### src/hdl/mem_pkg.sv
package mem_pkg;

// Load queue
localparam int LDQ_ENTRIES   = 8;
localparam int LDQ_ID_BITS   = $clog2(LDQ_ENTRIES);

// Word addressed data array
localparam int ADDR_BITS     = 6;
localparam int MEM_WORDS     = 1 << ADDR_BITS;
localparam int DATA_BITS     = 32;
localparam int TAG_BITS      = 5;

// Cache line geometry
localparam int LINE_WORDS    = 4;
localparam int LINE_OFS_BITS = $clog2(LINE_WORDS);
localparam int LINES         = 16;
localparam int LINE_IDX_BITS = $clog2(LINES);

// Fill latency from acceptance to line present
localparam int FILL_CYCLES   = 20;
localparam int FILL_CNT_BITS = $clog2(FILL_CYCLES + 1);

typedef logic [LDQ_ID_BITS-1:0]   t_ldq_id;
typedef logic [ADDR_BITS-1:0]     t_mem_addr;
typedef logic [DATA_BITS-1:0]     t_mem_data;
typedef logic [TAG_BITS-1:0]      t_ld_tag;
typedef logic [LINE_IDX_BITS-1:0] t_line_idx;
typedef logic [FILL_CNT_BITS-1:0] t_fill_cnt;

typedef enum logic [1:0] {
    LDQ_IDLE,
    LDQ_REQ_PIPE,
    LDQ_PDG_PIPE,
    LDQ_WAIT
} t_ldq_fsm;

// Line index is the address above the word offset
function automatic t_line_idx line_of(input t_mem_addr addr);
    return addr[ADDR_BITS-1:LINE_OFS_BITS];
endfunction

endpackage

### src/hdl/loadq_entry.sv
`timescale 1ns/100ps

module loadq_entry
    import mem_pkg::*;
(
    input  logic      clk,
    input  logic      reset,
    input  logic      nuke,
    input  t_ldq_id   id,

    input  logic      alloc,
    input  t_mem_addr alloc_addr,
    input  t_ld_tag   alloc_tag,

    input  logic      pipe_gnt_mm0,

    input  logic      pipe_valid_mm5,
    input  t_ldq_id   pipe_id_mm5,
    input  logic      pipe_complete_mm5,
    input  logic      pipe_recycle_mm5,

    output logic      e_valid,
    output logic      e_pipe_req_mm0,
    output t_mem_addr e_addr,
    output t_ld_tag   e_tag
);

logic     e_action_mm5;
logic     e_complete_mm5;
logic     e_recycle_mm5;
t_ldq_fsm fsm;
t_ldq_fsm fsm_nxt;

// Only the entry named at mm5 reacts to the pipeline action
assign e_action_mm5   = pipe_valid_mm5 & (pipe_id_mm5 == id);
assign e_complete_mm5 = e_action_mm5 & pipe_complete_mm5;
assign e_recycle_mm5  = e_action_mm5 & pipe_recycle_mm5;

always_comb begin
    fsm_nxt = fsm;
    if (nuke) begin
        fsm_nxt = LDQ_IDLE;
    end else begin
        unique case (fsm)
            LDQ_IDLE:     if (alloc) fsm_nxt = LDQ_REQ_PIPE;
            LDQ_REQ_PIPE: if (pipe_gnt_mm0) fsm_nxt = LDQ_PDG_PIPE;
            LDQ_PDG_PIPE: begin
                if (e_complete_mm5) begin
                    fsm_nxt = LDQ_IDLE;
                end else if (e_recycle_mm5) begin
                    fsm_nxt = LDQ_WAIT;
                end
            end
            // One bubble before asking again
            LDQ_WAIT:     fsm_nxt = LDQ_REQ_PIPE;
            default:      fsm_nxt = LDQ_IDLE;
        endcase
    end
end

always_ff @(posedge clk) begin
    if (reset) begin
        fsm <= LDQ_IDLE;
    end else begin
        fsm <= fsm_nxt;
    end
end

// Static fields captured once per load
always_ff @(posedge clk) begin
    if (alloc) begin
        e_addr <= alloc_addr;
        e_tag  <= alloc_tag;
    end
end

assign e_valid        = (fsm != LDQ_IDLE);
assign e_pipe_req_mm0 = (fsm == LDQ_REQ_PIPE);

a_alloc_when_valid: assert property (@(posedge clk) disable iff (reset)
    alloc |-> !e_valid)
    else $error("loadq entry %0d allocated while valid", id);

a_gnt_not_requesting: assert property (@(posedge clk) disable iff (reset)
    pipe_gnt_mm0 |-> (fsm == LDQ_REQ_PIPE))
    else $error("loadq entry %0d granted while not requesting", id);

endmodule

### src/hdl/loadq.sv
`timescale 1ns/100ps

module loadq
    import mem_pkg::*;
(
    input  logic      clk,
    input  logic      reset,
    input  logic      nuke,

    input  logic      alloc_valid,
    input  t_mem_addr alloc_addr,
    input  t_ld_tag   alloc_tag,
    output t_ldq_id   alloc_id,
    output logic      full,

    output logic      pipe_valid_mm0,
    output t_ldq_id   pipe_id_mm0,
    output t_mem_addr pipe_addr_mm0,

    input  logic      pipe_valid_mm5,
    input  t_ldq_id   pipe_id_mm5,
    input  logic      pipe_complete_mm5,
    input  logic      pipe_recycle_mm5,
    input  t_mem_data pipe_data_mm5,

    output logic      ld_result_valid,
    output t_ld_tag   ld_result_tag,
    output t_mem_data ld_result_data
);

logic [LDQ_ENTRIES-1:0] e_valid;
logic [LDQ_ENTRIES-1:0] e_pipe_req_mm0;
t_mem_addr              e_addr [LDQ_ENTRIES];
t_ld_tag                e_tag  [LDQ_ENTRIES];

logic    gnt_valid;
t_ldq_id gnt_id;
t_ldq_id rr_ptr;

// Lowest numbered idle entry takes the next load
always_comb begin
    alloc_id = '0;
    for (int i = LDQ_ENTRIES - 1; i >= 0; i--) begin
        if (!e_valid[i]) begin
            alloc_id = t_ldq_id'(i);
        end
    end
end

assign full = &e_valid;

// Nearest requester after the last grant wins
always_comb begin
    gnt_valid = 1'b0;
    gnt_id    = rr_ptr;
    for (int i = LDQ_ENTRIES; i >= 1; i--) begin
        if (e_pipe_req_mm0[rr_ptr + t_ldq_id'(i)]) begin
            gnt_valid = 1'b1;
            gnt_id    = rr_ptr + t_ldq_id'(i);
        end
    end
end

always_ff @(posedge clk) begin
    if (reset) begin
        rr_ptr <= t_ldq_id'(LDQ_ENTRIES - 1);
    end else if (gnt_valid) begin
        rr_ptr <= gnt_id;
    end
end

assign pipe_valid_mm0 = gnt_valid;
assign pipe_id_mm0    = gnt_id;
assign pipe_addr_mm0  = e_addr[gnt_id];

for (genvar i = 0; i < LDQ_ENTRIES; i++) begin : g_entry
    loadq_entry u_entry (
        .clk               (clk),
        .reset             (reset),
        .nuke              (nuke),
        .id                (t_ldq_id'(i)),
        .alloc             (alloc_valid & ~full & (alloc_id == t_ldq_id'(i))),
        .alloc_addr        (alloc_addr),
        .alloc_tag         (alloc_tag),
        .pipe_gnt_mm0      (gnt_valid & (gnt_id == t_ldq_id'(i))),
        .pipe_valid_mm5    (pipe_valid_mm5),
        .pipe_id_mm5       (pipe_id_mm5),
        .pipe_complete_mm5 (pipe_complete_mm5),
        .pipe_recycle_mm5  (pipe_recycle_mm5),
        .e_valid           (e_valid[i]),
        .e_pipe_req_mm0    (e_pipe_req_mm0[i]),
        .e_addr            (e_addr[i]),
        .e_tag             (e_tag[i])
    );
end

// A completion in the nuke cycle belongs to a squashed load
assign ld_result_valid = pipe_valid_mm5 & pipe_complete_mm5 & ~nuke;
assign ld_result_tag   = e_tag[pipe_id_mm5];
assign ld_result_data  = pipe_data_mm5;

a_alloc_when_full: assert property (@(posedge clk) disable iff (reset)
    alloc_valid |-> !full)
    else $error("load allocated while queue full");

endmodule

### src/hdl/mem_pipe.sv
`timescale 1ns/100ps

module mem_pipe
    import mem_pkg::*;
(
    input  logic      clk,
    input  logic      reset,
    input  logic      nuke,

    input  logic      pipe_valid_mm0,
    input  t_ldq_id   pipe_id_mm0,
    input  t_mem_addr pipe_addr_mm0,

    input  logic      st_valid,
    input  t_mem_addr st_addr,
    input  t_mem_data st_data,

    output t_line_idx lookup_line,
    input  logic      line_present,

    output logic      fill_req,
    output t_line_idx fill_line,

    output logic      pipe_valid_mm5,
    output t_ldq_id   pipe_id_mm5,
    output logic      pipe_complete_mm5,
    output logic      pipe_recycle_mm5,
    output t_mem_data pipe_data_mm5
);

t_mem_data mem [MEM_WORDS];

logic      valid_mm1, valid_mm2, valid_mm3, valid_mm4, valid_mm5;
t_ldq_id   id_mm1, id_mm2, id_mm3, id_mm4, id_mm5;
t_mem_addr addr_mm1, addr_mm2, addr_mm3, addr_mm4, addr_mm5;
logic      present_mm3, present_mm4, present_mm5;
t_mem_data data_mm4, data_mm5;

// Stage valids all squashed by nuke
always_ff @(posedge clk) begin
    if (reset || nuke) begin
        valid_mm1 <= 1'b0;
        valid_mm2 <= 1'b0;
        valid_mm3 <= 1'b0;
        valid_mm4 <= 1'b0;
        valid_mm5 <= 1'b0;
    end else begin
        valid_mm1 <= pipe_valid_mm0;
        valid_mm2 <= valid_mm1;
        valid_mm3 <= valid_mm2;
        valid_mm4 <= valid_mm3;
        valid_mm5 <= valid_mm4;
    end
end

always_ff @(posedge clk) begin
    id_mm1   <= pipe_id_mm0;
    id_mm2   <= id_mm1;
    id_mm3   <= id_mm2;
    id_mm4   <= id_mm3;
    id_mm5   <= id_mm4;
    addr_mm1 <= pipe_addr_mm0;
    addr_mm2 <= addr_mm1;
    addr_mm3 <= addr_mm2;
    addr_mm4 <= addr_mm3;
    addr_mm5 <= addr_mm4;
end

// Presence looked up at mm2 and carried to the decision at mm5
assign lookup_line = line_of(addr_mm2);

always_ff @(posedge clk) begin
    present_mm3 <= line_present;
    present_mm4 <= present_mm3;
    present_mm5 <= present_mm4;
end

// Array read at mm3
always_ff @(posedge clk) begin
    data_mm4 <= mem[addr_mm3];
    data_mm5 <= data_mm4;
end

// Store port
always_ff @(posedge clk) begin
    if (st_valid) begin
        mem[st_addr] <= st_data;
    end
end

assign pipe_valid_mm5    = valid_mm5;
assign pipe_id_mm5       = id_mm5;
assign pipe_complete_mm5 = valid_mm5 & present_mm5;
assign pipe_recycle_mm5  = valid_mm5 & ~present_mm5;
assign pipe_data_mm5     = data_mm5;

// Every recycle asks for its line; the tracker drops it when busy
assign fill_req  = pipe_recycle_mm5;
assign fill_line = line_of(addr_mm5);

// An entry has at most one load in the pipeline
a_id_in_flight: assert property (@(posedge clk) disable iff (reset)
    pipe_valid_mm0 |-> !((valid_mm1 && id_mm1 == pipe_id_mm0)
                      || (valid_mm2 && id_mm2 == pipe_id_mm0)
                      || (valid_mm3 && id_mm3 == pipe_id_mm0)
                      || (valid_mm4 && id_mm4 == pipe_id_mm0)
                      || (valid_mm5 && id_mm5 == pipe_id_mm0)))
    else $error("loadq entry %0d issued while already in flight", pipe_id_mm0);

endmodule

### src/hdl/line_fill.sv
`timescale 1ns/100ps

module line_fill
    import mem_pkg::*;
(
    input  logic      clk,
    input  logic      reset,

    input  t_line_idx lookup_line,
    output logic      line_present,

    input  logic      fill_req,
    input  t_line_idx fill_line
);

logic [LINES-1:0] present;
logic             busy;
t_line_idx        busy_line;
t_fill_cnt        count;

assign line_present = present[lookup_line];

// Single fill in flight; count reaches one in the cycle before the line appears
always_ff @(posedge clk) begin
    if (reset) begin
        present <= '0;
        busy    <= 1'b0;
        count   <= '0;
    end else if (busy) begin
        if (count == t_fill_cnt'(1)) begin
            present[busy_line] <= 1'b1;
            busy               <= 1'b0;
            count              <= '0;
        end else begin
            count <= count - t_fill_cnt'(1);
        end
    end else if (fill_req) begin
        busy  <= 1'b1;
        count <= t_fill_cnt'(FILL_CYCLES - 1);
    end
end

always_ff @(posedge clk) begin
    if (!busy && fill_req) begin
        busy_line <= fill_line;
    end
end

a_count_while_idle: assert property (@(posedge clk) disable iff (reset)
    !busy |-> (count == '0))
    else $error("fill counter running while idle");

endmodule

### src/hdl/mem_top.sv
`timescale 1ns/100ps

module mem_top
    import mem_pkg::*;
(
    input  logic      clk,
    input  logic      reset,

    input  logic      alloc_valid,
    input  t_mem_addr alloc_addr,
    input  t_ld_tag   alloc_tag,
    output t_ldq_id   alloc_id,
    output logic      full,

    input  logic      st_valid,
    input  t_mem_addr st_addr,
    input  t_mem_data st_data,

    output logic      ld_result_valid,
    output t_ld_tag   ld_result_tag,
    output t_mem_data ld_result_data,

    input  logic      nuke
);

logic      pipe_valid_mm0;
t_ldq_id   pipe_id_mm0;
t_mem_addr pipe_addr_mm0;
logic      pipe_valid_mm5;
t_ldq_id   pipe_id_mm5;
logic      pipe_complete_mm5;
logic      pipe_recycle_mm5;
t_mem_data pipe_data_mm5;
t_line_idx lookup_line;
logic      line_present;
logic      fill_req;
t_line_idx fill_line;

loadq u_loadq (
    .clk               (clk),
    .reset             (reset),
    .nuke              (nuke),
    .alloc_valid       (alloc_valid),
    .alloc_addr        (alloc_addr),
    .alloc_tag         (alloc_tag),
    .alloc_id          (alloc_id),
    .full              (full),
    .pipe_valid_mm0    (pipe_valid_mm0),
    .pipe_id_mm0       (pipe_id_mm0),
    .pipe_addr_mm0     (pipe_addr_mm0),
    .pipe_valid_mm5    (pipe_valid_mm5),
    .pipe_id_mm5       (pipe_id_mm5),
    .pipe_complete_mm5 (pipe_complete_mm5),
    .pipe_recycle_mm5  (pipe_recycle_mm5),
    .pipe_data_mm5     (pipe_data_mm5),
    .ld_result_valid   (ld_result_valid),
    .ld_result_tag     (ld_result_tag),
    .ld_result_data    (ld_result_data)
);

mem_pipe u_mem_pipe (
    .clk               (clk),
    .reset             (reset),
    .nuke              (nuke),
    .pipe_valid_mm0    (pipe_valid_mm0),
    .pipe_id_mm0       (pipe_id_mm0),
    .pipe_addr_mm0     (pipe_addr_mm0),
    .st_valid          (st_valid),
    .st_addr           (st_addr),
    .st_data           (st_data),
    .lookup_line       (lookup_line),
    .line_present      (line_present),
    .fill_req          (fill_req),
    .fill_line         (fill_line),
    .pipe_valid_mm5    (pipe_valid_mm5),
    .pipe_id_mm5       (pipe_id_mm5),
    .pipe_complete_mm5 (pipe_complete_mm5),
    .pipe_recycle_mm5  (pipe_recycle_mm5),
    .pipe_data_mm5     (pipe_data_mm5)
);

line_fill u_line_fill (
    .clk          (clk),
    .reset        (reset),
    .lookup_line  (lookup_line),
    .line_present (line_present),
    .fill_req     (fill_req),
    .fill_line    (fill_line)
);

endmodule

### config.mk
export PLATFORM = sky130hd
export DESIGN_NAME = mem_top
export DESIGN_NICKNAME = d
export VERILOG_FILES = /design/src/hdl/mem_pkg.sv /design/src/hdl/loadq_entry.sv /design/src/hdl/loadq.sv /design/src/hdl/mem_pipe.sv /design/src/hdl/line_fill.sv /design/src/hdl/mem_top.sv
export SDC_FILE = /design/constraint.sdc
export NUM_CORES = 2
export LEC_CHECK = 0
export ABC_AREA = 1
export BUFFER_PORTS_ARGS = -buffer_cell sky130_fd_sc_hd__buf_2
export CORE_MARGIN = 2
export CORE_UTILIZATION = 55
export CTS_CLUSTER_DIAMETER = 50
export DETAILED_ROUTE_END_ITERATION = 10
export HOLD_SLACK_MARGIN = 0.1
export PLACE_DENSITY_LB_ADDON = 0.3
export SYNTH_ARGS = -nofsm -noshare
export SYNTH_HDL_FRONTEND = slang
export SYNTH_SLANG_ARGS = --single-unit
### constraint.sdc
create_clock -name clk -period 4.3 [get_ports clk]
set_clock_uncertainty 0.1 [all_clocks]
set_input_delay 0.86 -clock clk [delete_from_list [all_inputs] [get_ports clk]]
set_output_delay 0.86 -clock clk [all_outputs]
set_load 0.005 [all_outputs]
# ---- Word-level counts from Yosys, hierarchy flattened
# Memory sizes are Yosys's and may differ from the RTL's. A register that Yosys moved wholly into a read port is not among the register bits.
# Cells that the tools add are included.
dict set report totals {
  latchBits 0
  out_inout_bits 42
  regBits 218
  ramBits 2048
  romBits 0
  memories 1
}
# name words width read_ports rd_ports_with_merged_regs write_ports line_no
set memory_table {}
lappend memory_table {u_mem_pipe.mem 64 32 1 1 1 mem_pipe.sv:31} ;# t_mem_data mem [MEM_WORDS];
dict set report classes {
  mux 97
  eq_ne 70
  add_sub_neg 8
  magnitude_cmp 13
  shift 0
  n_mul 0
  bitwise 51
  n_reduce_logical 35
  div_mod_pow 0
}
# cell count
set ops {}
lappend ops {{$mux 2} 32}
lappend ops {{$pmux 2 s4} 8}
lappend ops {{$and 1x1->1} 45}
lappend ops {{$mux 3} 15}
lappend ops {{$eq 3x3->1 const B} 12}
lappend ops {{$eq 2x2->1 const B} 16}
lappend ops {{$lt 3x4->1 const B} 8}
lappend ops {{$ne 2x2->1 const B} 16}
lappend ops {{$mux 5} 5}
lappend ops {{$bmux 1 s3} 8}
lappend ops {{$ne 3x3->1 const B} 8}
lappend ops {{$reduce_and 3->1} 8}
lappend ops {{$mux 1} 23}
lappend ops {{$bmux 6 s3} 1}
lappend ops {{$eq 3x2->1 const B} 6}
lappend ops {{$reduce_bool 2->1} 9}
lappend ops {{$eq 2x1->1 const B} 8}
lappend ops {{$logic_not 2->1} 8}
lappend ops {{$or 16x16->16} 1}
lappend ops {{$bmux 5 s3} 1}
lappend ops {{$add 3x3->3 const B} 4}
lappend ops {{$mux 6} 2}
lappend ops {{$lt 4x5->1 const B} 2}
lappend ops {{$eq 3x1->1 const B} 3}
lappend ops {{other kinds (17)} 25}

# ---- Logic depth before layout (Yosys ltp)
dict set report logic_depth {
  word_depth 14
  depth_mapped 24
  depth_no_buf 22
}

# ---- Cells and area by module
# Synthesis repeated with hierarchy kept, for this count alone.
dict set report unflattened {
  hier_cells 7885
  hier_area_um2 92865.3
}
# module cells_each area_each_um2 n_inst
set by_module_without_submodules {}
lappend by_module_without_submodules {mem_pipe 6863 84502.3 1}
lappend by_module_without_submodules {loadq_entry 53 604.3 8}
lappend by_module_without_submodules {loadq 419 2204.6 1}
lappend by_module_without_submodules {line_fill 179 1323.8 1}

# ---- Worst setup path after synthesis
# Ideal clock, no wire load.
dict set report synth_timing {
  path_kind {input-to-reg}
  startpoint {input st_valid}
  endpoint {memory u_mem_pipe.mem[32][0] (netlist name), enable pin}
  path_stages 3
  t_arrival_ps 2827
  path_buffers 1
  slack_ps 952
  setup_time_ps 421
  cell_sequence {clkbuf_1 > nand4_1 > nor2_1}
}
dict set report synth_between {
  elab_chain_len 2
}
# element line_no
set synth_rtl {}
lappend synth_rtl {{from (decl)} mem_top.sv:15} ;# input logic st_valid,
lappend synth_rtl {{$mux 1} mem_pipe.sv:86} ;# if (st_valid) begin
lappend synth_rtl {{$mux 1 (implied by the code)} mem_pipe.sv:87} ;# mem[st_addr] <= st_data;
lappend synth_rtl {{to (decl)} mem_pipe.sv:31}
# Every way passes these cells.

==> impl_metrics.env <==
export IMPL_worstMarginPinSlew_ns=1.39
export IMPL_cts_sinks=2294
export IMPL_hold_path_end="u_loadq.g_entry[1].u_entry.e_addr[4]"
export IMPL_synth_area_leaders="edfxtp_1, o21ai_0, nor2_1"
export IMPL_cts_setup_buffers=0
export IMPL_status="finished clean"
export IMPL_wl_mm=257
export IMPL_required_ns=5.01
export IMPL_grt_max_degree=173
export IMPL_cts_tree="built"
export IMPL_core_sq_um=161000
export IMPL_max_freq_ghz=0.269
export IMPL_syn_area_per_cell_sq_um=12.9
export IMPL_syn_num_nets=6972
export IMPL_dr_pass1_iters=8
export IMPL_gp_congestion=0.883
export IMPL_hold_viol=0
export IMPL_wl_met1_mm=96.0
export IMPL_cts_root_buffer="clkbuf_16"
export IMPL_track_usage_pct=30.9
export IMPL_maxSlewHeadroom_pct=6.63
export IMPL_setup_tns_final_ns=0
export IMPL_cp_data_arrival_time_ns=4.44
export IMPL_ant_nets=0
export IMPL_min_period_ns=3.72
export IMPL_dp_hpwl_mm=147
export IMPL_pre_cts_slack_ns=0.657
export IMPL_yosysTopAreaCellShare_pct=72.3
export IMPL_htreeDepth=4
export IMPL_num_vias=60024
export IMPL_topRoutingLayerUsed="met5"
export IMPL_slowest_delay_ns=0.76
export IMPL_cp_slowest_cell="o32ai_1"
export IMPL_synthArstFlopShare_pct=0
export IMPL_fp_row_count=147
export IMPL_power_leakage_nw=32.5
export IMPL_cts_resized=0
export IMPL_ir_drop_v=0.000828
export IMPL_crit_chain="inv_8, buf_4, o21ai_0, o22ai_1, nor2_1, o32ai_1, o21ai_0, o22ai_1, buf_4"
export IMPL_routedWlPerCell_microns=27.5
export IMPL_cts_hold_buffers=0
export IMPL_regArea_sq_um=67400
export IMPL_drc=0
export IMPL_grt_antenna_before_repair=30
export IMPL_cp_start_kind="flop"
export IMPL_clockBufferDepth=3
export IMPL_wl_met2_mm=116
export IMPL_ys_flop_type="edfxtp_1"
export IMPL_yosysSeqAreaShare_pct=75.8
export IMPL_cellPowerDensity_nw_per_um2=677
export IMPL_fill_cells=11611
export IMPL_synth_seq_cells=2294
export IMPL_cp_num_buf_inv=3
export IMPL_ys_warnings_count=0
export IMPL_hp_class="input pin to flop"
export IMPL_start_util_pct=55.4
export IMPL_die_area_sq_um=165000
export IMPL_port_buffers=95
export IMPL_min_period_over_period_pct=86.6
export IMPL_cts_buffers=219
export IMPL_die_h_microns=406
export IMPL_p_total_mw=67.9
export IMPL_holdPathStages=1
export IMPL_multi_input_area_sq_um=19700
export IMPL_globalRouteOverflowTotal=0
export IMPL_synth_area_sq_um=88900
export IMPL_r2r_end="u_mem_pipe.data_mm4[11]"
export IMPL_grt_pass1_wl_mm=373
export IMPL_ys_types=42
export IMPL_cts_clk_slew_worst_paths_ns=0.06
export IMPL_layout_setup_ws_ns=0.577
export IMPL_drt_iter0_markers=9582
export IMPL_critPathKind="flop to flop"
export IMPL_grt_pass1_vias=56926
export IMPL_ios=96
export IMPL_rsz0062_at_grt="false"
export IMPL_r2r_slack_ns=0.58
export IMPL_synth_edf_count=2140
export IMPL_num_nets_final=7081
export IMPL_setup_viol=0
export IMPL_fp_dieW_microns=406
export IMPL_r2r_start="u_mem_pipe.addr_mm3[1]"
export IMPL_critPathMaxFanout=88
export IMPL_r2r_cells=9
export IMPL_yosysMostFrequentCell="edfxtp_1"
export IMPL_maxSlewViolCount=0
export IMPL_synthTopCellsByCount="edfxtp_1, nor2_1, o21ai_0, o22ai_1, clkbuf_1"
export IMPL_yosysTopAreaCell="edfxtp_1"
export IMPL_critical_path_top_delay_family="compound AO/OA/AOI/OAI gates"
export IMPL_drv_cap=0
export IMPL_routed_wl_met3_mm=33.4
export IMPL_endpoint_kind="flop"
export IMPL_netlist_instances=6882
export IMPL_drive_gt1_share_pct=10.7
export IMPL_clock_latency_ns=0.87
export IMPL_viasPerCell=6.42
export IMPL_hp_start="alloc_addr[4]"
export IMPL_area_growth_pct=12.8
stage by stage:
stage          hold slack, ns  cells  utilization, %  instance area, sq um
5_1_grt                 0.180   9349            62.4                100000
3_5_place_dp            0.213   8930            58.1                 93200
4_1_cts                 0.142   9347            62.4                100000
6_report                0.182   9355            62.5                100000
3_3_place_gp            0.212   8930            58.1                 93200
2_1_floorplan           0.210   6882               -                 88900
cell usage in the layout (no fill, tap or decap), types with 92 or more instances in the layout:
| master | Yosys | final |
|---|---|---|
| edfxtp_1 | 2140 | 2140 |
| nor2_1 | 1534 | 1470 |
| o21ai_0 | 1326 | 1326 |
| o22ai_1 | 638 | 638 |
| buf_4 | 6 | 226 |
| clkbuf_16 | 0 | 222 |
| nand2_1 | 196 | 196 |
| dfxtp_1 | 154 | 148 |
| inv_1 | 114 | 111 |
| buf_2 | 12 | 92 |
how the worst max path moves through the flow:
stage	startpoint	to	slack, ns	depth (start not counted)
after floorplan	st_valid	u_mem_pipe.mem[32][0]	0.95	3
after global placement	u_mem_pipe.addr_mm3[1]	u_mem_pipe.data_mm4[0]	0.67	9
after detailed placement	u_mem_pipe.addr_mm3[0]	u_mem_pipe.data_mm4[11]	0.66	10
after CTS	u_mem_pipe.addr_mm3[0]	u_mem_pipe.data_mm4[11]	0.64	10
after global routing	u_mem_pipe.addr_mm3[0]	u_mem_pipe.data_mm4[11]	0.40	10
final	u_mem_pipe.addr_mm3[1]	u_mem_pipe.data_mm4[11]	0.58	9
per-layer routing:
| layer | vias up | global-route usage, % |
|---|---|---|
| met4 | 24 | 13.4 |
| li1 | 25755 | - |
| met1 | 29714 | 42.6 |
| met5 | - | 0 |
| met3 | 652 | 8.29 |
| met2 | 3879 | 46.7 |
power by group:
| part | internal (mW) | leakage, nW | switching, mW |
|---|---|---|---|
| Clock | 10.6 | 3.44 | 8.30 |
| Combinational | 6.47 | 8.56 | 16.5 |
| Sequential | 25.2 | 20.5 | 0.857 |
flip-flops by register name, summed over array words and instances (netlist names), 4 cells and up:
register and count:
u_loadq.g_entry.u_entry.e_tag 40, u_mem_pipe.pipe_data_mm5 32, u_mem_pipe.addr_mm1 6, u_mem_pipe.addr_mm2 6, u_loadq.g_entry.u_entry.fsm 16, u_mem_pipe.mem 2048, u_mem_pipe.data_mm4 32, u_line_fill.count 5
u_mem_pipe.addr_mm3 6, u_line_fill.present 16, u_line_fill.busy_line 4, u_loadq.g_entry.u_entry.e_addr 48, u_mem_pipe.addr_mm5 4, u_mem_pipe.addr_mm4 4
kinds of logic (layout without fill, tap and decap cells):
kind of cell | Yosys count | count (layout) | synth area share [%]
AOI/OAI and AO/OA | 2096 | 2096 | 13.0
other | 0 | 8 | 0
buffers and inverters | 589 | 894 | 2.57
adders and majority gates | 36 | 36 | 0.507
and+or+nand+nor | 1863 | 1863 | 8.16
DFF | 2294 | 2294 | 75.8
xor gates and xnor gates | 4 | 4 | 0.0479
final cells by class:
cell class / instances / area share, %
timing repair buffer: 357 / 2.93
sequential: 2294 / 67.2
antenna: 8 / 0.0200
clock buffer: 301 / 5.97
clock inverter: 116 / 1.05
tap: 2160 / 2.70
inverter: 120 / 0.477
multi-input combinational: 3999 / 19.7
No activity file was read; power rests on OpenSTA's default activity.
